$ cat config.mk
export PLATFORM = sky130hd
export DESIGN_NAME = bus_decoder_flat
export DESIGN_NICKNAME = d
export VERILOG_FILES = /design/src/design/soc_pkg.sv /design/src/design/dev_bus_if.sv /design/src/design/bus_decoder.sv /design/src/flat_wrapper.sv
export SDC_FILE = /design/constraint.sdc
export NUM_CORES = 1
export LEC_CHECK = 0
export BUFFER_PORTS_ARGS = -buffer_cell sky130_fd_sc_hd__buf_2
export CAP_MARGIN = 20
export CORE_AREA = 5 5 160 162
export CTS_CLUSTER_DIAMETER = 40
export DETAILED_ROUTE_END_ITERATION = 16
export DIE_AREA = 0 0 165 167
export PLACE_DENSITY = 0.37
export SLEW_MARGIN = 5
export SYNTH_ARGS = -nofsm -noshare
export SYNTH_HDL_FRONTEND = slang
export SYNTH_SLANG_ARGS = --single-unit
$ cat constraint.sdc
create_clock -name clk_sys_i -period 1.3 [get_ports clk_sys_i]
set_input_delay 0.13 -clock clk_sys_i [delete_from_list [all_inputs] [get_ports clk_sys_i]]
set_output_delay 0.13 -clock clk_sys_i [all_outputs]
set_load 0.01 [all_outputs]
$ cat src/design/soc_pkg.sv
// ---------------------------------------------------------------------------
// Peripheral subsystem package: bus widths and types, device enumeration,
// address map, register offsets and the byte-lane merge helper
// ---------------------------------------------------------------------------
package soc_pkg;

  // Bus geometry
  localparam int AddrWidth = 32;
  localparam int DataWidth = 32;
  localparam int BeWidth   = DataWidth / 8;

  typedef logic [AddrWidth-1:0] addr_t;
  typedef logic [DataWidth-1:0] data_t;
  typedef logic [BeWidth-1:0]   be_t;

  // Devices behind the decoder
  typedef enum logic [1:0] {
    DevRam   = 2'd0,
    DevGpio  = 2'd1,
    DevTimer = 2'd2
  } device_e;

  localparam int NrDevices = 3;

  // Address windows
  // Each mask is the complement of the window size minus one
  localparam addr_t RamBase   = 32'h0010_0000;
  localparam addr_t RamMask   = ~addr_t'(64 * 1024 - 1);
  localparam addr_t GpioBase  = 32'h8000_0000;
  localparam addr_t GpioMask  = ~addr_t'(4 * 1024 - 1);
  localparam addr_t TimerBase = 32'h8000_2000;
  localparam addr_t TimerMask = ~addr_t'(4 * 1024 - 1);

  // Register offsets inside a 4 KiB device window
  localparam int RegOffWidth = 12;

  localparam logic [RegOffWidth-1:0] GpioOutOffset      = 12'h000;
  localparam logic [RegOffWidth-1:0] GpioInOffset       = 12'h004;
  localparam logic [RegOffWidth-1:0] TimerMtimeLoOffset = 12'h000;
  localparam logic [RegOffWidth-1:0] TimerMtimeHiOffset = 12'h004;
  localparam logic [RegOffWidth-1:0] TimerCmpLoOffset   = 12'h008;
  localparam logic [RegOffWidth-1:0] TimerCmpHiOffset   = 12'h00C;

  // Replace the byte lanes of old_word whose enable is set
  function automatic data_t merge_bytes(data_t old_word, data_t new_word, be_t be);
    data_t res;
    res = old_word;
    for (int i = 0; i < BeWidth; i++) begin
      if (be[i]) begin
        res[8*i +: 8] = new_word[8*i +: 8];
      end
    end
    return res;
  endfunction

endpackage

$ cat src/design/dev_bus_if.sv
// ---------------------------------------------------------------------------
// Decoder-to-device link with decoder and device modports
// ---------------------------------------------------------------------------
interface dev_bus_if #(
  parameter int AddrWidth = 32,
  parameter int DataWidth = 32,
  parameter int BeWidth   = 4
);

  // Request phase, driven by the decoder
  logic                 req;
  logic [AddrWidth-1:0] addr;
  logic                 we;
  logic [BeWidth-1:0]   be;
  logic [DataWidth-1:0] wdata;

  // Response phase, one cycle after req
  logic                 rvalid;
  logic [DataWidth-1:0] rdata;

  modport decoder (
    output req, addr, we, be, wdata,
    input  rvalid, rdata
  );

  modport device (
    input  req, addr, we, be, wdata,
    output rvalid, rdata
  );

endinterface

$ cat src/design/bus_decoder.sv
// ---------------------------------------------------------------------------
// Address decoder: request routing, response mux and error response
// ---------------------------------------------------------------------------
module bus_decoder
  import soc_pkg::*;
(
  input  logic  clk_sys_i,
  input  logic  rst_sys_ni,

  input  logic  host_req_i,
  input  addr_t host_addr_i,
  input  logic  host_we_i,
  input  be_t   host_be_i,
  input  data_t host_wdata_i,
  output logic  host_gnt_o,
  output logic  host_rvalid_o,
  output data_t host_rdata_o,
  output logic  host_err_o,

  dev_bus_if.decoder ram_o,
  dev_bus_if.decoder gpio_o,
  dev_bus_if.decoder timer_o
);

  logic [NrDevices-1:0] hit;
  device_e              sel_d;
  device_e              sel_q;
  logic                 err_q;

  logic  dev_rvalid [NrDevices];
  data_t dev_rdata  [NrDevices];

  // Window match per device
  assign hit[DevRam]   = (host_addr_i & RamMask)   == RamBase;
  assign hit[DevGpio]  = (host_addr_i & GpioMask)  == GpioBase;
  assign hit[DevTimer] = (host_addr_i & TimerMask) == TimerBase;

  always_comb begin
    sel_d = DevRam;
    if (hit[DevGpio]) begin
      sel_d = DevGpio;
    end
    if (hit[DevTimer]) begin
      sel_d = DevTimer;
    end
  end

  // All devices answer in fixed time, so every request is granted at once
  assign host_gnt_o = host_req_i;

  assign ram_o.req     = host_req_i & hit[DevRam];
  assign ram_o.addr    = host_addr_i;
  assign ram_o.we      = host_we_i;
  assign ram_o.be      = host_be_i;
  assign ram_o.wdata   = host_wdata_i;

  assign gpio_o.req    = host_req_i & hit[DevGpio];
  assign gpio_o.addr   = host_addr_i;
  assign gpio_o.we     = host_we_i;
  assign gpio_o.be     = host_be_i;
  assign gpio_o.wdata  = host_wdata_i;

  assign timer_o.req   = host_req_i & hit[DevTimer];
  assign timer_o.addr  = host_addr_i;
  assign timer_o.we    = host_we_i;
  assign timer_o.be    = host_be_i;
  assign timer_o.wdata = host_wdata_i;

  // Remember the target of the access now in address phase
  always_ff @(posedge clk_sys_i or negedge rst_sys_ni) begin
    if (!rst_sys_ni) begin
      sel_q <= DevRam;
      err_q <= 1'b0;
    end else begin
      err_q <= host_req_i & ~(|hit);
      if (host_req_i) begin
        sel_q <= sel_d;
      end
    end
  end

  assign dev_rvalid[DevRam]   = ram_o.rvalid;
  assign dev_rvalid[DevGpio]  = gpio_o.rvalid;
  assign dev_rvalid[DevTimer] = timer_o.rvalid;
  assign dev_rdata[DevRam]    = ram_o.rdata;
  assign dev_rdata[DevGpio]   = gpio_o.rdata;
  assign dev_rdata[DevTimer]  = timer_o.rdata;

  // Unmapped access is answered here with err and zero data
  assign host_rvalid_o = err_q | dev_rvalid[sel_q];
  assign host_rdata_o  = err_q ? '0 : dev_rdata[sel_q];
  assign host_err_o    = err_q;

  a_one_device_req : assert property (@(posedge clk_sys_i) disable iff (!rst_sys_ni)
    $onehot0({ram_o.req, gpio_o.req, timer_o.req}));

  // Holds only if every device keeps its one-cycle response
  a_rsp_follows_gnt : assert property (@(posedge clk_sys_i) disable iff (!rst_sys_ni)
    host_gnt_o |=> host_rvalid_o);

endmodule

$ cat src/flat_wrapper.sv
// flat-port wrapper written by rule: the top's interface ports become plain ports
module bus_decoder_flat import soc_pkg::*;
  (clk_sys_i, rst_sys_ni, host_req_i, host_addr_i, host_we_i, host_be_i, host_wdata_i, host_gnt_o, host_rvalid_o, host_rdata_o, host_err_o, ram_o_req, ram_o_addr, ram_o_we, ram_o_be, ram_o_wdata, ram_o_rvalid, ram_o_rdata, gpio_o_req, gpio_o_addr, gpio_o_we, gpio_o_be, gpio_o_wdata, gpio_o_rvalid, gpio_o_rdata, timer_o_req, timer_o_addr, timer_o_we, timer_o_be, timer_o_wdata, timer_o_rvalid, timer_o_rdata);
  dev_bus_if ram_o_i ();
  dev_bus_if gpio_o_i ();
  dev_bus_if timer_o_i ();
  input  logic clk_sys_i;
  input  logic rst_sys_ni;
  input  logic host_req_i;
  input  addr_t host_addr_i;
  input  logic host_we_i;
  input  be_t host_be_i;
  input  data_t host_wdata_i;
  output logic host_gnt_o;
  output logic host_rvalid_o;
  output data_t host_rdata_o;
  output logic host_err_o;
  output wire logic [$bits(ram_o_i.req)-1:0] ram_o_req;
  output wire logic [$bits(ram_o_i.addr)-1:0] ram_o_addr;
  output wire logic [$bits(ram_o_i.we)-1:0] ram_o_we;
  output wire logic [$bits(ram_o_i.be)-1:0] ram_o_be;
  output wire logic [$bits(ram_o_i.wdata)-1:0] ram_o_wdata;
  input wire logic [$bits(ram_o_i.rvalid)-1:0] ram_o_rvalid;
  input wire logic [$bits(ram_o_i.rdata)-1:0] ram_o_rdata;
  output wire logic [$bits(gpio_o_i.req)-1:0] gpio_o_req;
  output wire logic [$bits(gpio_o_i.addr)-1:0] gpio_o_addr;
  output wire logic [$bits(gpio_o_i.we)-1:0] gpio_o_we;
  output wire logic [$bits(gpio_o_i.be)-1:0] gpio_o_be;
  output wire logic [$bits(gpio_o_i.wdata)-1:0] gpio_o_wdata;
  input wire logic [$bits(gpio_o_i.rvalid)-1:0] gpio_o_rvalid;
  input wire logic [$bits(gpio_o_i.rdata)-1:0] gpio_o_rdata;
  output wire logic [$bits(timer_o_i.req)-1:0] timer_o_req;
  output wire logic [$bits(timer_o_i.addr)-1:0] timer_o_addr;
  output wire logic [$bits(timer_o_i.we)-1:0] timer_o_we;
  output wire logic [$bits(timer_o_i.be)-1:0] timer_o_be;
  output wire logic [$bits(timer_o_i.wdata)-1:0] timer_o_wdata;
  input wire logic [$bits(timer_o_i.rvalid)-1:0] timer_o_rvalid;
  input wire logic [$bits(timer_o_i.rdata)-1:0] timer_o_rdata;
  assign ram_o_req = ram_o_i.req;
  assign ram_o_addr = ram_o_i.addr;
  assign ram_o_we = ram_o_i.we;
  assign ram_o_be = ram_o_i.be;
  assign ram_o_wdata = ram_o_i.wdata;
  assign ram_o_i.rvalid = ram_o_rvalid;
  assign ram_o_i.rdata = ram_o_rdata;
  assign gpio_o_req = gpio_o_i.req;
  assign gpio_o_addr = gpio_o_i.addr;
  assign gpio_o_we = gpio_o_i.we;
  assign gpio_o_be = gpio_o_i.be;
  assign gpio_o_wdata = gpio_o_i.wdata;
  assign gpio_o_i.rvalid = gpio_o_rvalid;
  assign gpio_o_i.rdata = gpio_o_rdata;
  assign timer_o_req = timer_o_i.req;
  assign timer_o_addr = timer_o_i.addr;
  assign timer_o_we = timer_o_i.we;
  assign timer_o_be = timer_o_i.be;
  assign timer_o_wdata = timer_o_i.wdata;
  assign timer_o_i.rvalid = timer_o_rvalid;
  assign timer_o_i.rdata = timer_o_rdata;
  bus_decoder u_core (.clk_sys_i(clk_sys_i), .rst_sys_ni(rst_sys_ni), .host_req_i(host_req_i), .host_addr_i(host_addr_i), .host_we_i(host_we_i), .host_be_i(host_be_i), .host_wdata_i(host_wdata_i), .host_gnt_o(host_gnt_o), .host_rvalid_o(host_rvalid_o), .host_rdata_o(host_rdata_o), .host_err_o(host_err_o), .ram_o(ram_o_i), .gpio_o(gpio_o_i), .timer_o(timer_o_i));
endmodule
# Yosys cells after proc, flatten, opt, wreduce, memory -nomap -nowiden
# Index checks and enable logic that the tools add are counted.
# classes
n_mux,9
n_reduce_logical,1
n_eq_ne,3
bitwise_logic,7
order_cmp,1
# ops
op,n
32-bit 2-to-1 mux,3
32-bit binary-select mux with 2-bit select,1
"20-bit equality test, second input constant",2
"16-bit by 5-bit equality test with 1-bit output, second input constant",1
1-bit AND,4
"3-bit >= comparator, second input constant",1
1-bit 2-to-1 mux,3
2-bit NOT with 3-bit output,1
3-bit OR reduction,1
1-bit binary-select mux with 2-bit select,1
2-bit 2-to-1 mux,1
1-bit NOT,1
1-bit OR,1
# word_totals
inputBits,171
ff_bits,3
out_inout_bits,245

# Longest topological paths before layout
# logic_depth
word_depth,5
mapped_depth,6
depth_no_buf,3

# Worst setup path after synthesis
# Ideal clock, no wire load.
# synth_timing
path_type,reg-to-output
start,reg u_core.sel_q[1]
end,out host_rdata_o[10]
setup_slack_ps,6
arrival_time_ps,1164
path_stages_with_launch,7
path_cell_list,dfrtp_1 > buf_6 > nor2b_1 > buf_2 > buf_4 > nand2_1 > a21oi_1
# synth_via
elab_chain_len,5
# synth_lines
item,line_no,source
start: declaration,bus_decoder.sv:27,device_e sel_q;
start signal: assignment,bus_decoder.sv:72,sel_q <= DevRam;
start signal: assignment,bus_decoder.sv:77,sel_q <= sel_d;
2-bit NOT with 3-bit output (not written as such),bus_decoder.sv:91,assign host_rdata_o = err_q ? '0 : dev_rdata[sel_q];
32-bit binary-select mux with 2-bit select,bus_decoder.sv:91,
32-bit 2-to-1 mux (not written as such) (2 in series),bus_decoder.sv:91,
32-bit 2-to-1 mux,bus_decoder.sv:91,
end: declaration,flat_wrapper.sv:16,output data_t host_rdata_o;
# Every way passes these cells. The select of a mux whose other input is x is not followed.

# Final worst setup path
# layout_timing
start,reg u_core.sel_q[1]
end,out host_rdata_o[23]
# The elaborated chain is that of the path after synthesis.

==> results.cfg <==
[detailed_routing]
routed_wl_um = 9739
vias = 2287
initialDrtViolationCount = 51
drtAntennaViolNets = 0
drt-wirelength-per-cell_um = 13.30
drc_errors = 0
avgViaCountPerCell = 3.124
first_pass_iters = 6

[global_route]
top_usage_layer = met2
overflow = 0
use_met2_pct = 10.94
globalRouteMet1Util_pct = 6.134
grt_util_met3_pct = 2.570
grt_pass1_wl_um = 13370
grt_pass1_vias = 2398
grt_max_degree = 23
grt.total_usage_pct = 6.205
grt_antenna_before_repair = 0

[run_status]
status = finished with violations
violations = setup timing

[clocking]
htreeDepth = 1
cts.root.buffer_cell = clkbuf_16
clk_path_buf_depth = 2
cts_buffers = 3
cts_tree = yes
clk_pin_slew_ns = 0.03
cts.sink_count = 3
clock_latency_ns = 0.22

[logic_synthesis]
syn_nets = 550
avgSynthCellArea_sq_um = 7.263
synthArstFlopShare_pct = 100.0
synth-simple-area-share_pct = 16.14
synthMuxAreaShare_pct = 12.36
synth_edf_count = 0
mappedNetlistArea_sq_mm = 0.002753
synthFlopType = dfrtp_1
synth_compound_area_share_pct = 7.091
seq_area_frac_synth_pct = 2.727
synthCells = 379
synth-adder-area-share_pct = 0
ys_ff_latch = 3
synth_top_family_by_area = buffers and inverters
ys_types = 26
ys.warnings.count = 0
synth_xor_area_share_pct = 0

[timing]
drv_slew = 0
worst_slack_ns = -0.3614
fmax_mhz = 601.9
slew-limit-headroom_pct = 79.12
setup_viol = 34
fin_crit_sh_pct = 127.8
fin_setup_tns_ns = -9.899
finalCriticalPeriod_ns = 1.661
grt_setup_unrepaired = true
hold_viol = 0
tightest_slew_ns = 0.3092
skew_ns = 0

[final_layout]
layout_common_cells = 215 x buf_2, 34 x mux2i_1, 34 x nand2_1
final_common_cell = buf_2
final_cells = 732
syn2layout_area_growth_pct = 12.32
fillers = 2846
diodes = 0
drive_above_1_share_pct = 67.65
nNetsFinal = 580

[floorplanning]
num_rows = 57
die_h_um = 167
core_area_sq_mm = 0.02396
die_x_um = 165
start_util_pct = 11.49
die_area_sq_mm = 0.02756
io_pins = 416

[place]
place_hpwl_um = 8216
place_congestion = 0.6943
post-place-cells = 726
numPortBuffers = 219

[critical_path]
crit_type = flip-flop to primary output
worstPathArrival_ns = 1.53
r2r-start = u_core.sel_q[1]
critPathCaptureType = primary output
path_max_fanout = 6
crit_path_start_kind = flip-flop
crit_start = u_core.sel_q[1]
crit_required_ns = 1.17

[power]
power_density_mw_per_mm2 = 402.6
p_leak_uw = 0.001429
vdd_drop_max_mv = 0.2548

[min_path]
hold_start = host_req_i
hold_class = primary input to flip-flop

[job]
cap_violations = 0
[critical path: stages (launching register included)]
cell,delay (ns)
dfrtp_2,0.47
buf_4,0.20
mux2i_1,0.16
or2_0,0.21
a21oi_1,0.12
buf_2,0.15
[registers in the layout, summed over array words and instances, names as in the netlist]
signal,cells
u_core.sel_q,2
u_core.host_err_o,1
[Yosys cell counts (2+ instances only)]
master | number | area [sq um]
buf_4 | 211 | 1584
nand2_1 | 35 | 131.4
mux2i_1 | 34 | 340.3
a21oi_1 | 33 | 165.2
or2_1 | 24 | 150.1
clkbuf_1 | 6 | 22.52
or2_0 | 4 | 25.02
or2_2 | 4 | 25.02
buf_12 | 3 | 60.06
dfrtp_1 | 3 | 75.07
inv_1 | 3 | 11.26
nor4_2 | 3 | 37.54
nor4_1 | 2 | 12.51
o41ai_1 | 2 | 17.52
[cell type report]
class	instances	area, sq um	area share [%]
inverters	3	11.26	0.3642
clock buffers	4	78.83	2.550
repair buffers	248	1403	45.37
well taps	324	405.4	13.11
flip-flops and latches	3	76.32	2.469
multi-input cells	150	1117	36.14
[path summary, 6_finish.rpt]
check                           cells past startpoint           endpoint  slack, ns
worst min register to register                      4    u_core.sel_q[0]       0.85
min in group asynchronous                           2    u_core.sel_q[0]       0.26
worst max register to register                      4    u_core.sel_q[1]       0.24
max in group asynchronous                           2    u_core.sel_q[1]       0.92
worst min-delay path                                2  u_core.host_err_o       0.25
worst max-delay path                                5   host_rdata_o[23]      -0.36
[per-stage QoR]
stage          total power [uW]  hold WS (ns)  util, %  worst slack (ns)  instance area, sq um
3_5_place_dp              728.8      -0.07157    11.75           -0.1891                  2816
2_1_floorplan             901.5       -0.1656        -          0.005984                  2753
4_1_cts                    1247        0.2522    12.39           -0.3738                  2969
5_1_grt                    1335        0.2600    12.90           -0.4271                  3092
6_report                   1245        0.2527    12.90           -0.3614                  3092
3_3_place_gp              730.0      -0.07133    11.75           -0.2511                  2816
[layer usage]
layer  vias up  wire length [um]
met5         -                 0
met4         0               426
met3        41              1430
met2       224              4527
met1       957              3354
li1       1065                 -
[cell families (layout without fill, tap and decap cells)]
family                 count (synthesis)  in the layout
buffers and inverters                226            255
AND/OR/NAND/NOR                       79             79
AO/OA/AOI/OAI                         37             37
multiplexers                          34             34
flip-flops                             3              3
[timing repair]
action,in CTS,in global routing
hold buffers,1,0
buffers inserted,0,1
cloned,0,0
gates resized for setup,14,27
hold endpoints to repair,3,0
pin swaps,1,3
setup endpoints to repair,36,36
[where the power goes]
group | switching (uW) | internal (uW) | leakage (uW)
clock network | 80.0 | 404 | 0.0000382
registers | 1.71 | 95.7 | 0.0000379
logic | 317 | 346 | 0.00135
No activity file was read; power rests on OpenSTA's default activity.
