**src/design/soc_pkg.sv**
```systemverilog
// ---------------------------------------------------------------------------
// Peripheral subsystem package: bus widths and types, device enumeration,
// address map, register offsets and the byte-lane merge helper
// ---------------------------------------------------------------------------
package soc_pkg;

  // Bus geometry
  localparam int AddrWidth = 32;
  localparam int DataWidth = 32;
  localparam int BeWidth   = DataWidth / 8;

  typedef logic [AddrWidth-1:0] addr_t;
  typedef logic [DataWidth-1:0] data_t;
  typedef logic [BeWidth-1:0]   be_t;

  // Devices behind the decoder
  typedef enum logic [1:0] {
    DevRam   = 2'd0,
    DevGpio  = 2'd1,
    DevTimer = 2'd2
  } device_e;

  localparam int NrDevices = 3;

  // Address windows
  // Each mask is the complement of the window size minus one
  localparam addr_t RamBase   = 32'h0010_0000;
  localparam addr_t RamMask   = ~addr_t'(64 * 1024 - 1);
  localparam addr_t GpioBase  = 32'h8000_0000;
  localparam addr_t GpioMask  = ~addr_t'(4 * 1024 - 1);
  localparam addr_t TimerBase = 32'h8000_2000;
  localparam addr_t TimerMask = ~addr_t'(4 * 1024 - 1);

  // Register offsets inside a 4 KiB device window
  localparam int RegOffWidth = 12;

  localparam logic [RegOffWidth-1:0] GpioOutOffset      = 12'h000;
  localparam logic [RegOffWidth-1:0] GpioInOffset       = 12'h004;
  localparam logic [RegOffWidth-1:0] TimerMtimeLoOffset = 12'h000;
  localparam logic [RegOffWidth-1:0] TimerMtimeHiOffset = 12'h004;
  localparam logic [RegOffWidth-1:0] TimerCmpLoOffset   = 12'h008;
  localparam logic [RegOffWidth-1:0] TimerCmpHiOffset   = 12'h00C;

  // Replace the byte lanes of old_word whose enable is set
  function automatic data_t merge_bytes(data_t old_word, data_t new_word, be_t be);
    data_t res;
    res = old_word;
    for (int i = 0; i < BeWidth; i++) begin
      if (be[i]) begin
        res[8*i +: 8] = new_word[8*i +: 8];
      end
    end
    return res;
  endfunction

endpackage

```
**src/design/dev_bus_if.sv**
```systemverilog
// ---------------------------------------------------------------------------
// Decoder-to-device link with decoder and device modports
// ---------------------------------------------------------------------------
interface dev_bus_if #(
  parameter int AddrWidth = 32,
  parameter int DataWidth = 32,
  parameter int BeWidth   = 4
);

  // Request phase, driven by the decoder
  logic                 req;
  logic [AddrWidth-1:0] addr;
  logic                 we;
  logic [BeWidth-1:0]   be;
  logic [DataWidth-1:0] wdata;

  // Response phase, one cycle after req
  logic                 rvalid;
  logic [DataWidth-1:0] rdata;

  modport decoder (
    output req, addr, we, be, wdata,
    input  rvalid, rdata
  );

  modport device (
    input  req, addr, we, be, wdata,
    output rvalid, rdata
  );

endinterface

```
**src/design/gpio_regs.sv**
```systemverilog
// ---------------------------------------------------------------------------
// GPIO output register and two-flop input synchronizer behind bus registers
// ---------------------------------------------------------------------------
module gpio_regs
  import soc_pkg::*;
#(
  parameter int GpiWidth = 8,
  parameter int GpoWidth = 16
) (
  input  logic                clk_sys_i,
  input  logic                rst_sys_ni,
  dev_bus_if.device           bus_i,
  input  logic [GpiWidth-1:0] gp_i,
  output logic [GpoWidth-1:0] gp_o
);

  logic [GpiWidth-1:0]    gpi_meta;
  logic [GpiWidth-1:0]    gpi_sync;
  logic [RegOffWidth-1:0] reg_off;
  data_t                  gpo_wr;
  data_t                  rd_word;

  assign reg_off = {bus_i.addr[RegOffWidth-1:2], 2'b00};
  assign gpo_wr  = merge_bytes(data_t'(gp_o), bus_i.wdata, bus_i.be);

  // gp_i is asynchronous to the bus clock
  always_ff @(posedge clk_sys_i or negedge rst_sys_ni) begin
    if (!rst_sys_ni) begin
      gpi_meta <= '0;
      gpi_sync <= '0;
    end else begin
      gpi_meta <= gp_i;
      gpi_sync <= gpi_meta;
    end
  end

  always_ff @(posedge clk_sys_i or negedge rst_sys_ni) begin
    if (!rst_sys_ni) begin
      gp_o         <= '0;
      bus_i.rvalid <= 1'b0;
    end else begin
      bus_i.rvalid <= bus_i.req;
      if (bus_i.req && bus_i.we && reg_off == GpioOutOffset) begin
        gp_o <= gpo_wr[GpoWidth-1:0];
      end
    end
  end

  always_comb begin
    rd_word = '0;
    case (reg_off)
      GpioOutOffset: rd_word = data_t'(gp_o);
      GpioInOffset:  rd_word = data_t'(gpi_sync);
      default:       rd_word = '0;
    endcase
  end

  always_ff @(posedge clk_sys_i) begin
    if (bus_i.req) begin
      bus_i.rdata <= bus_i.we ? '0 : rd_word;
    end
  end

endmodule

```
**src/flat_wrapper.sv**
```systemverilog
// flat-port wrapper written by rule: the top's interface ports become plain ports
module gpio_regs_flat import soc_pkg::*;
#(
  parameter int GpiWidth = 8,
  parameter int GpoWidth = 16
)
  (clk_sys_i, rst_sys_ni, gp_i, gp_o, bus_i_req, bus_i_addr, bus_i_we, bus_i_be, bus_i_wdata, bus_i_rvalid, bus_i_rdata);
  dev_bus_if bus_i_i ();
  input  logic clk_sys_i;
  input  logic rst_sys_ni;
  input  logic [GpiWidth-1:0] gp_i;
  output logic [GpoWidth-1:0] gp_o;
  input wire logic [$bits(bus_i_i.req)-1:0] bus_i_req;
  input wire logic [$bits(bus_i_i.addr)-1:0] bus_i_addr;
  input wire logic [$bits(bus_i_i.we)-1:0] bus_i_we;
  input wire logic [$bits(bus_i_i.be)-1:0] bus_i_be;
  input wire logic [$bits(bus_i_i.wdata)-1:0] bus_i_wdata;
  output wire logic [$bits(bus_i_i.rvalid)-1:0] bus_i_rvalid;
  output wire logic [$bits(bus_i_i.rdata)-1:0] bus_i_rdata;
  assign bus_i_i.req = bus_i_req;
  assign bus_i_i.addr = bus_i_addr;
  assign bus_i_i.we = bus_i_we;
  assign bus_i_i.be = bus_i_be;
  assign bus_i_i.wdata = bus_i_wdata;
  assign bus_i_rvalid = bus_i_i.rvalid;
  assign bus_i_rdata = bus_i_i.rdata;
  gpio_regs #(.GpiWidth(GpiWidth), .GpoWidth(GpoWidth)) u_core (.clk_sys_i(clk_sys_i), .rst_sys_ni(rst_sys_ni), .bus_i(bus_i_i), .gp_i(gp_i), .gp_o(gp_o));
endmodule
```
**config.mk**
```make
export PLATFORM = sky130hd
export DESIGN_NAME = gpio_regs_flat
export DESIGN_NICKNAME = d
export VERILOG_FILES = /design/src/design/soc_pkg.sv /design/src/design/dev_bus_if.sv /design/src/design/gpio_regs.sv /design/src/flat_wrapper.sv
export SDC_FILE = /design/constraint.sdc
export NUM_CORES = 1
export LEC_CHECK = 0
export BUFFER_PORTS_ARGS = -buffer_cell sky130_fd_sc_hd__clkbuf_2
export CORE_MARGIN = 3
export CORE_UTILIZATION = 46
export CTS_BUF_LIST = sky130_fd_sc_hd__clkbuf_4 sky130_fd_sc_hd__clkbuf_8
export DETAILED_ROUTE_END_ITERATION = 10
export GPL_ROUTABILITY_DRIVEN = 0
export PLACE_DENSITY = 0.83
export SETUP_SLACK_MARGIN = 0.4
export SLEW_MARGIN = 15
export SYNTH_ARGS = -nofsm -noshare
export SYNTH_HDL_FRONTEND = slang
export SYNTH_SLANG_ARGS = --single-unit
```
**constraint.sdc**
```tcl
create_clock -name clk_sys_i -period 2.7 [get_ports clk_sys_i]
set_clock_uncertainty 0.2 [all_clocks]
set_input_delay 0.27 -clock clk_sys_i [delete_from_list [all_inputs] [get_ports clk_sys_i]]
set_output_delay 0.27 -clock clk_sys_i [all_outputs]
set_load 0.1 [all_outputs]
```
# Yosys cells after proc, flatten, opt, wreduce, memory -nomap -nowiden
# Cells that the tools add are included.
classes:
  muxes: 1
  n_reduce_logical: 5
  eq_ne: 1
op_table:
  columns: ["cell", "n"]
  rows:
  - ["16-bit one-hot mux with 2 select lines", 1]
  - ["12-bit logical NOT", 1]
  - ["10-bit by 1-bit equality test with 1-bit output, second input constant", 1]
  - ["2-bit AND reduction", 2]
  - ["1-bit logical AND", 2]
word_totals:
  regBits: 65
  wordCells: 13

# Longest topological paths before layout
# Gate-level depths: netlist of run 1.
logic_depth:
  word_depth: 3
  mapped_depth: 5
  depth_no_buf: 3

# Worst setup path before layout of run 1
# No wires, ideal clock.
synth_timing:
  path_type: "input port to flip-flop"
  startpoint: "input bus_i_addr[7]"
  endpoint: "register u_core.bus_i.rdata[13], data pin"
  n_path_buf: 2
  slack_ps: 597
  required_time_ps: 2349
  path_stages: 5
  arrival_time_ps: 1752
  path_cell_list: "or4_1 -> or4_1 -> buf_6 -> buf_8 -> nor3b_2"
synth_between:
  elab_chain_cells: 2
  word_cells_on_any_way: 3
  classes_between: "eq/ne (1); mux (1); reduce/logical (1)"
synth_rtl:
  columns: ["item", "line", "text"]
  rows:
  - ["from (decl)", "flat_wrapper.sv:14", "input wire logic [$bits(bus_i_i.addr)-1:0] bus_i_addr;"]
  - ["10-bit by 1-bit equality test with 1-bit output / 12-bit logical NOT (equally long branches)", "gpio_regs.sv:51", "case (reg_off)"]
  - ["16-bit one-hot mux with 2 select lines *", "gpio_regs.sv:51", null]
  - ["to (signal assigned)", "gpio_regs.sv:60", "bus_i.rdata <= bus_i.we ? '0 : rd_word;"]
  - ["to (decl)", "dev_bus_if.sv:28", "output rvalid, rdata"]
# Every way passes the cells marked *; elsewhere a longest branch is shown, timed or not.
# A chain may end at the register's enable or synchronous reset.

# Worst setup path after layout of run 1
layout_timing:
  startpoint: "input bus_i_addr[6]"
  endpoint: "register u_core.bus_i.rdata[13], data pin"
# The elaborated chain is that of the path after synthesis.

==> results of run 1 <==
[metrics by stage]
step	setup WS, ps	instance area [um2]	total power, mW	cells	util (%)
2_1_floorplan	597	1970	1.02	132	-
3_3_place_gp	353	2270	1.06	237	59.4
3_5_place_dp	337	2270	1.06	237	59.4
4_1_cts	649	2510	1.50	260	65.7
5_1_grt	592	2510	1.55	260	65.7
6_report	648	2510	1.49	260	65.7
[flip-flops by register name (all words and copies together) (netlist names)]
signal,flops
u_core.gp_o,16
u_core.gpi_meta,8
u_core.bus_i.rdata,16
u_core.bus_i.rvalid,1
u_core.gpi_sync,8
[final timing paths]
| check | startpoint | endpoint | slack [ps] | depth (start not counted) |
|---|---|---|---|---|
| setup / recovery | bus_i_addr[6] | u_core.bus_i.rdata[13] | 650 | 5 |
| hold / removal | bus_i_wdata[0] | u_core.gp_o[0] | 6 | 2 |
| setup reg to reg | u_core.gp_o[6] | u_core.bus_i.rdata[6] | 1660 | 2 |
| hold reg to reg | u_core.gpi_meta[6] | u_core.gpi_sync[6] | 150 | 0 |
| max in group asynchronous | rst_sys_ni | u_core.gp_o[11] | 1400 | 2 |
| min in group asynchronous | rst_sys_ni | u_core.gp_o[2] | 390 | 2 |
[worst register-to-register path: cells and delay by family (launching register included)]
kind             cells  cell delay, ps
multiplexers         1             150
flip-flops           1             400
AND/OR/NAND/NOR      1              50
[cell usage in the layout, fill, tap and decap left out, drive strengths merged]
| master | instances |
|---|---|
| nor3b | 8 |
| conb | 16 |
| clkbuf | 80 |
| mux2i | 8 |
| mux2 | 16 |
| buf | 5 |
| dlygate4sd3 | 15 |
| dfrtp | 33 |
| or4 | 3 |
| nand4b | 2 |
| nor4 | 2 |
| edfxtp | 16 |
| nor2 | 8 |
[cells by family (layout without fill, tap and decap cells)]
| group | Yosys count | after routing | share of synthesized area, % |
|---|---|---|---|
| other | 1 | 16 | 0.196 |
| buffers and inverters | 20 | 100 | 8.05 |
| multiplexers | 24 | 24 | 13.6 |
| AND/OR/NAND/NOR | 23 | 23 | 9.76 |
| flip-flops | 49 | 49 | 68.4 |
[cell type report]
type / instances / area, um2
tap: 48 / 60.1
sequential: 49 / 1310
multi-input combinational: 63 / 507
timing repair buffer: 92 / 548
fill: 290 / 1310
clock buffer: 8 / 91.3
[per-layer routing]
layer	GRT usage, %	vias to the layer above	share of wire (%)
met5	0	-	0
met1	18.5	576	36
met3	5.04	8	9.3
met2	27.0	66	53
li1	-	570	-
met4	8.30	0	1.7
[what timing repair did]
action                                 CTS  global route
hold buffers                            15             0
setup endpoints to repair                0             0
endpoints found under the hold margin   47             0
[power groups by stage]
stage               registers [mW]  logic [mW]  clock network (mW)
floorplan                    0.890       0.130                   0
global placement             0.810       0.246                   0
detailed placement           0.811       0.248                   0
CTS                          0.795       0.265               0.441
global route                 0.798       0.276               0.474
finish                       0.795       0.264               0.428
==> flow_metrics.env, run 1 <==
export IMPL_layout_min_cycle_time_ps=2050
export IMPL_port_buffers=72
export IMPL_synth_main_ff_cell="dfrtp_1"
export IMPL_slew_headroom_pct=46.4
export IMPL_switchingPower_uw=436
export IMPL_cts_buffers=5
export IMPL_max_stage_delay_ps=620
export IMPL_ys_seq_elements=49
export IMPL_first_pass_iters=4
export IMPL_cts_clk_slew_worst_paths_ps=80
export IMPL_setup_viol=0
export IMPL_ys_warn_count=0
export IMPL_core_mm2=0.00383
export IMPL_gr_total_overflow=0
export IMPL_whs_ps=5.54
export IMPL_grt_pass1_vias=1248
export IMPL_clockBufferDepth=2
export IMPL_drc=0
export IMPL_wl_per_cell_um=14.2
export IMPL_ant_nets=0
export IMPL_power_frac_seq_pct=53.5
export IMPL_grt_pass1_wl_um=5940
export IMPL_io_pins=129
export IMPL_sw_frac_of_total_pct=29.3
export IMPL_async_flop_share_pct=67.3
export IMPL_gr_usage_all_layers_pct=16.2
export IMPL_clock_sinks=49
export IMPL_synthCells=117
export IMPL_slew_viol_final=0
export IMPL_grt_max_degree=34
export IMPL_path_class="in -> reg"
export IMPL_worstMarginPinSlew_ps=805
export IMPL_syn_area_per_cell_um2=16.3
export IMPL_nets=291
export IMPL_synth_top_cell_by_area="dfrtp_1"
export IMPL_ys_types=17
export IMPL_worstPathMaxFanout=10
export IMPL_num_vias=1220
export IMPL_clkLatencyLatePin_ps=290
export IMPL_clock_fmax_mhz=487
export IMPL_hpwl_um=2690
export IMPL_synth_top_area_share_pct=43.2
export IMPL_cts_tree="built"
export IMPL_synth_edf_count=16
export IMPL_ys_top_cells_by_area="dfrtp_1 (43%), edfxtp_1 (25%), mux2_2 (9.4%)"
export IMPL_maxCapViolCount=0
export IMPL_cts_root_buf="clkbuf_8"
export IMPL_path_cells="clkbuf_2 -> or4_1 -> or4_1 -> buf_4 -> nor3b_2"
export IMPL_diodes=0
export IMPL_start_util_pct=49.9
export IMPL_grt_setup_unrepaired="no"
export IMPL_fp_dieW_um=70.4
export IMPL_rows=22
export IMPL_ys_seq_area_share_pct=68.4
export IMPL_slowest_stage="or4_1"
export IMPL_drive_gt1_share_pct=50.0
export IMPL_outcome="completed"
export IMPL_holdCritPathClass="in -> reg"
export IMPL_syn2layout_area_growth_pct=31.5
export IMPL_setup_tns_ps=0
export IMPL_crit_top_cell="or4_1"
export IMPL_antenna_found_initial=0
export IMPL_die_height_um=70.4
export IMPL_synth_most_common_cell="dfrtp_1"
export IMPL_p_leak_nw=1.25
export IMPL_post_route_period_util_pct=76.0
export IMPL_finalHoldViolations=0
export IMPL_ctsResizeCount=0
export IMPL_cp_end_kind="flip-flop"
export IMPL_cp_num_buf_inv=2
export IMPL_syn_area_mm2=0.00191
export IMPL_powerDensity_mw_per_mm2=592
export IMPL_htreeDepth=2
export IMPL_required_ps=2650
export IMPL_synthTopCellsByCount="dfrtp_1 (33), buf_4 (16), edfxtp_1 (16), mux2_2 (16)"
export IMPL_pwr_share_comb_pct=17.8
export IMPL_viasPerCell=4.69
export IMPL_fp_dieArea_mm2=0.00496
export IMPL_p_clk_share_pct=28.8
export IMPL_postCtsSetupBuffers=0
export IMPL_critical_path_arrival_ps=2010
export IMPL_path_delay_family="simple AND/OR/NAND/NOR gates"
export IMPL_intPower_mw=1.05
export IMPL_drt_iter0_markers=59
export IMPL_wl_um=3700
export IMPL_ir_worst_vdd_mv=0.415
export IMPL_critPathLaunchType="input pin"
No activity file was read; power rests on OpenSTA's default activity.
==> run 2, diff against run 1 <==
CORE_UTILIZATION = 43   (was 46)
PLACE_DENSITY = 0.78   (was 0.83)
clock period = 2.05 ns   (was 2.7 ns; I/O delays follow)
==> flow_metrics.env, run 2 (synthesis results as in run 1) <==
export IMPL_drt_iter0_markers=73
export IMPL_drive_gt1_share_pct=54.9
export IMPL_finalNonFillerCells=276
export IMPL_critPathLaunchType="input pin"
export IMPL_io_pins=129
export IMPL_clockBufferDepth=2
export IMPL_multi_input_area_um2=658
export IMPL_powerDensity_mw_per_mm2=705
export IMPL_cts_buffers=5
export IMPL_reg_top3="u_core.bus_i.rdata x16, u_core.gp_o x16"
export IMPL_first_pass_iters=3
export IMPL_holdCritPathClass="in -> reg"
export IMPL_port_buffers=72
export IMPL_critical_path_arrival_ps=1700
export IMPL_htreeDepth=2
export IMPL_cts_root_buf="clkbuf_8"
export IMPL_rows=23
export IMPL_setup_viol=0
export IMPL_whs_ps=78.9
export IMPL_viasPerCell=4.54
export IMPL_required_ps=2020
export IMPL_die_height_um=72.7
export IMPL_gr_total_overflow=0
export IMPL_antenna_found_initial=0
export IMPL_final_cell_mix="clkbuf_2 (72), dfrtp_1 (33), dlygate4sd3_1 (25)"
export IMPL_fin_util_pct=68.0
export IMPL_finalHoldViolations=0
export IMPL_timing_final_ws_setup_ps=321
export IMPL_final_common_cell="clkbuf_2"
export IMPL_hpwl_um=2630
export IMPL_layout_min_cycle_time_ps=1730
export IMPL_num_vias=1253
export IMPL_cp_end_kind="flip-flop"
export IMPL_slew_viol_final=0
export IMPL_fp_dieArea_mm2=0.00528
export IMPL_clkLatencyLatePin_ps=300
export IMPL_worstPathMaxFanout=7
export IMPL_drc=0
export IMPL_cts_clk_slew_worst_paths_ps=90
export IMPL_slew_headroom_pct=47.1
export IMPL_grt_pass1_vias=1350
export IMPL_p_leak_nw=1.33
export IMPL_ant_nets=0
export IMPL_start_util_pct=46.1
export IMPL_grt_setup_unrepaired="yes"
export IMPL_pre_cts_ws_ps=-77.8
export IMPL_clock_fmax_mhz=578
export IMPL_gr_usage_all_layers_pct=16.9
export IMPL_grt_max_degree=34
export IMPL_grt_pass1_wl_um=6540
export IMPL_worstMarginPinSlew_ps=793
export IMPL_maxCapViolCount=0
export IMPL_wl_per_cell_um=14.9
export IMPL_outcome="completed"
export IMPL_core_mm2=0.00414
export IMPL_diodes=0
export IMPL_post_route_period_util_pct=84.4
export IMPL_fillers=301
export IMPL_fp_dieW_um=72.7
export IMPL_ir_worst_vdd_mv=0.630
export IMPL_cts_tree="built"
export IMPL_placedCellCount=240
export IMPL_nets=305
export IMPL_wl_um=4120
export IMPL_clock_sinks=49
export IMPL_register_area_mm2=0.00131
export IMPL_syn2layout_area_growth_pct=47.5
export IMPL_path_class="in -> reg"
-- run 2: changes by cell type in the layout (fill, tap and decap cells not counted), sizes merged --
cell         previous run  this run
buf                     5         8
or4                     3         4
dlygate4sd3            15        25
inv                     0         2
clkinvlp                0         1
clkbuf                 80        77
-- run 2: area by class of cell --
| class | count | area share [%] |
|---|---|---|
| clock buffers | 5 | 2.44 |
| multi-input cells | 64 | 23.3 |
| repair buffers | 105 | 24.9 |
| flip-flops and latches | 49 | 46.3 |
| well taps | 50 | 2.22 |
| clock inverters | 3 | 0.710 |
-- run 2: critical path: stages --
cell	delay, ps
clkbuf_2	80
or4_4	580
or4_4	580
buf_12	190
nor2_2	70
-- run 2: path summary, 6_finish.rpt --
kind                                     from               endpoint  slack [ps]  depth (start not counted)
min in group asynchronous          rst_sys_ni        u_core.gp_o[14]         320                          2
max in group asynchronous          rst_sys_ni     u_core.gpi_sync[7]         830                          2
max reg2reg                    u_core.gp_o[4]  u_core.bus_i.rdata[4]         850                          2
max                             bus_i_addr[7]  u_core.bus_i.rdata[6]         320                          5
min                                 bus_i_req    u_core.bus_i.rvalid          80                          2
min reg2reg                u_core.gpi_meta[5]     u_core.gpi_sync[5]         150                          0
-- run 2: repair_timing --
action	in CTS	in global routing
hold endpoints to repair	57	0
cloned	1	0
hold buffers	25	0
endpoints found under the setup margin	26	30
buffers inserted	1	1
resized for setup	19	10
pin swaps	8	7
-- run 2: where the power goes --
| group | leakage, nW | switching, mW | internal, mW | total, mW |
|---|---|---|---|---|
| combinational | 0.701 | 0.296 | 0.0819 | 0.378 |
| sequential | 0.585 | 0.00863 | 1.04 | 1.05 |
| clock | 0.0450 | 0.322 | 0.241 | 0.564 |
-- run 2: through the flow --
| step | area (um2) | setup TNS [ps] | total power, mW |
|---|---|---|---|
| after CTS | 2770 | 0 | 2.00 |
| after detailed placement | 2330 | -257 | 1.40 |
| final | 2820 | 0 | 1.99 |
| after global routing | 2820 | 0 | 2.07 |
| after floorplan | 2000 | 0 | 1.34 |
| after global placement | 2330 | -146 | 1.40 |
-- run 2: layer usage --
layer | part of all wire (%) | up-vias | GRT usage [%] | wire (um)
li1 | - | 599 | - | -
met1 | 34 | 607 | 17.1 | 1400
met2 | 59 | 43 | 31.8 | 2450
met3 | 5.7 | 4 | 5.10 | 236
met4 | 0.87 | 0 | 7.38 | 36
met5 | 0 | - | 0 | 0
==> run 3, diff against run 2 <==
ABC_AREA = 1   (was unset)
CORE_UTILIZATION = 44   (was 43)
PLACE_DENSITY = 0.79   (was 0.78)
clock period = 1.8 ns   (was 2.05 ns; I/O delays follow)
==> flow_metrics.env, run 3 <==
export IMPL_wl_um=4720
export IMPL_outcome="completed"
export IMPL_ys_seq_elements=49
export IMPL_synthCells=171
export IMPL_fp_dieArea_mm2=0.00544
export IMPL_p_clk_share_pct=31.6
export IMPL_ys_top_cells_by_area="dfrtp_1 (41%), edfxtp_1 (24%), nand2_1 (6.3%)"
export IMPL_viasPerCell=4.91
export IMPL_max_stage_delay_ps=400
export IMPL_first_pass_iters=4
export IMPL_hp_start="bus_i_be[1]"
export IMPL_powerDensity_mw_per_mm2=835
export IMPL_ys_types=21
export IMPL_synth_most_common_cell="nand2_1"
export IMPL_nets=352
export IMPL_hpwl_um=3230
export IMPL_hold_path_end="u_core.gp_o[14]"
export IMPL_cts_tree="built"
export IMPL_antenna_found_initial=0
export IMPL_layout_min_cycle_time_ps=1370
export IMPL_intPower_mw=1.70
export IMPL_power_frac_seq_pct=49.9
export IMPL_power_mw=2.39
export IMPL_setup_tns_ps=0
export IMPL_ys_seq_area_share_pct=64.7
export IMPL_ys_warn_count=0
export IMPL_synth_main_ff_cell="dfrtp_1"
export IMPL_diodes=0
export IMPL_slowest_stage="dfrtp_2"
export IMPL_cp_num_buf_inv=1
export IMPL_drc=0
export IMPL_clkLatencyLatePin_ps=290
export IMPL_synth_top_area_share_pct=40.9
export IMPL_sw_frac_of_total_pct=28.7
export IMPL_setup_viol=0
export IMPL_reg_top3="u_core.bus_i.rdata x16, u_core.gp_o x16"
export IMPL_final_common_cell="clkbuf_2"
export IMPL_syn_area_mm2=0.00202
export IMPL_holdCritPathClass="in -> reg"
export IMPL_worstMarginPinSlew_ps=512
export IMPL_async_flop_share_pct=67.3
export IMPL_syn_area_per_cell_um2=11.8
export IMPL_path_class="reg -> out"
export IMPL_switchingPower_uw=686
export IMPL_cts_clk_slew_worst_paths_ps=90
export IMPL_grt_setup_unrepaired="yes"
export IMPL_fp_dieW_um=73.7
export IMPL_syn2layout_area_growth_pct=41.7
export IMPL_slew_viol_final=0
export IMPL_num_vias=1596
export IMPL_ir_worst_vdd_mv=0.384
export IMPL_maxCapViolCount=0
export IMPL_min_path_cells=3
export IMPL_final_cell_mix="clkbuf_2 (39), nand2_1 (34), dlygate4sd3_1 (25), clkbuf_4 (18), dfrtp_1 (17)"
export IMPL_rows=24
export IMPL_post_route_period_util_pct=76.0
export IMPL_pwr_share_comb_pct=18.4
export IMPL_io_pins=129
export IMPL_finalHoldViolations=0
export IMPL_r2r_end="u_core.bus_i.rdata[0]"
export IMPL_grt_pass1_vias=1620
export IMPL_synth_edf_count=16
export IMPL_synthTopCellsByCount="nand2_1 (34), dfrtp_1 (33), buf_4 (16), edfxtp_1 (16), nand4_1 (16)"
export IMPL_die_height_um=73.7
export IMPL_wl_per_cell_um=14.5
export IMPL_fillers=327
export IMPL_worstPathMaxFanout=3
export IMPL_clock_fmax_mhz=731
export IMPL_path_cells="buf_4"
export IMPL_p_leak_nw=1.37
export IMPL_ant_nets=0
export IMPL_path_delay_family="flip-flops"
export IMPL_fin_util_pct=65.2
export IMPL_cts_root_buf="clkbuf_8"
export IMPL_cp_end_kind="primary output"
export IMPL_pre_cts_ws_ps=221
export IMPL_htreeDepth=2
export IMPL_synth_top_cell_by_area="dfrtp_1"
export IMPL_core_mm2=0.00438
export IMPL_port_buffers=72
export IMPL_start_util_pct=46.0
export IMPL_clock_sinks=49
export IMPL_gr_usage_all_layers_pct=18.2
export IMPL_r2r_cells=2
export IMPL_drive_gt1_share_pct=41.0
export IMPL_critical_path_arrival_ps=990
export IMPL_postCtsSetupBuffers=0
export IMPL_required_ps=1420
export IMPL_reg2reg_slack_ps=750
export IMPL_grt_max_degree=34
export IMPL_critPathLaunchType="flip-flop"
export IMPL_gr_total_overflow=0
export IMPL_grt_pass1_wl_um=7510
export IMPL_reg2reg_from="u_core.gp_o[0]"
export IMPL_clockBufferDepth=2
export IMPL_slew_headroom_pct=65.8
export IMPL_drt_iter0_markers=90
export IMPL_timing_final_ws_setup_ps=431
export IMPL_cts_buffers=5
==> run 3: changes by cell type after synthesis, sizes merged, moves of 2 or more <==
cell / before / now
nand4: 0 / 18
nand2: 0 / 37
buf: 19 / 22
a21oi: 0 / 8
or4: 3 / 0
nor4: 2 / 0
nand3: 0 / 15
mux2i: 8 / 0
mux2: 16 / 0
nand4b: 2 / 0
inv: 0 / 3
==> run 3: worst max-delay path by stage <==
stage | start | to | slack (ps) | cells after the start
after floorplan | u_core.bus_i.rdata[0] | bus_i_rdata[0] | 520 | 0
after global placement | bus_i_addr[9] | u_core.gp_o[4] | 290 | 7
after detailed placement | bus_i_addr[9] | u_core.bus_i.rdata[15] | 220 | 6
after CTS | u_core.gp_o[7] | gp_o[7] | 380 | 1
after global routing | u_core.gp_o[7] | gp_o[7] | 400 | 1
final | u_core.gp_o[7] | gp_o[7] | 430 | 1
==> run 3: tightest hold or removal path: cells and delay by family <==
kind          cells  cell delay, ps
simple gates      2             160
buf+inv           1             170
==> run 3: cells by family after synthesis <==
logic type | share of synthesized area [%]
buffers and inverters | 9.80
AOI/OAI and AO/OA | 1.98
and+or+nand+nor | 23.3
other | 0.186
DFF | 64.7
==> run 3: metrics by stage <==
stage	hold slack, ps	cell area, um2	cells
after floorplan	-316	2090	186
after global placement	16.4	2380	292
after detailed placement	29.2	2380	292
after CTS	21.9	2860	325
after global routing	43.7	2860	325
final	39.8	2860	325
==> run 3: power by group through the flow <==
stage	clock (mW)	sequential (mW)	combinational, mW
2_1_floorplan	0	1.33	0.209
4_1_cts	0.773	1.19	0.439
5_1_grt	0.806	1.20	0.460
6_report	0.755	1.19	0.440
3_3_place_gp	0	1.21	0.384
3_5_place_dp	0	1.22	0.387
==> run 3: per-layer routing <==
metal | part of all wire [%] | GRT usage (%) | vias to the layer above
met5 | 0 | 0 | -
met2 | 52 | 30.3 | 73
met3 | 5.8 | 2.74 | 10
met4 | 2.5 | 9.46 | 0
met1 | 39 | 22.9 | 756
li1 | - | - | 757
==> run 3: cell type report <==
| class | count | area, um2 | area share, % |
|---|---|---|---|
| clock buffers | 6 | 76.3 | 2.67 |
| flip-flops and latches | 49 | 1330 | 46.4 |
| clock inverters | 2 | 33.8 | 1.18 |
| multi-input cells | 110 | 571 | 20.0 |
| inverters | 3 | 11.3 | 0.394 |
| well taps | 52 | 65.1 | 2.28 |
| repair buffers | 103 | 776 | 27.1 |
==> run 3: repair_timing <==
| action | 4_1_cts | 5_1_grt |
|---|---|---|
| hold buffers | 25 | 0 |
| endpoints found under the setup margin | 33 | 10 |
| gates cloned | 0 | 0 |
| pin swaps | 0 | 0 |
| hold endpoints to repair | 57 | 0 |
| resized for setup | 39 | 10 |
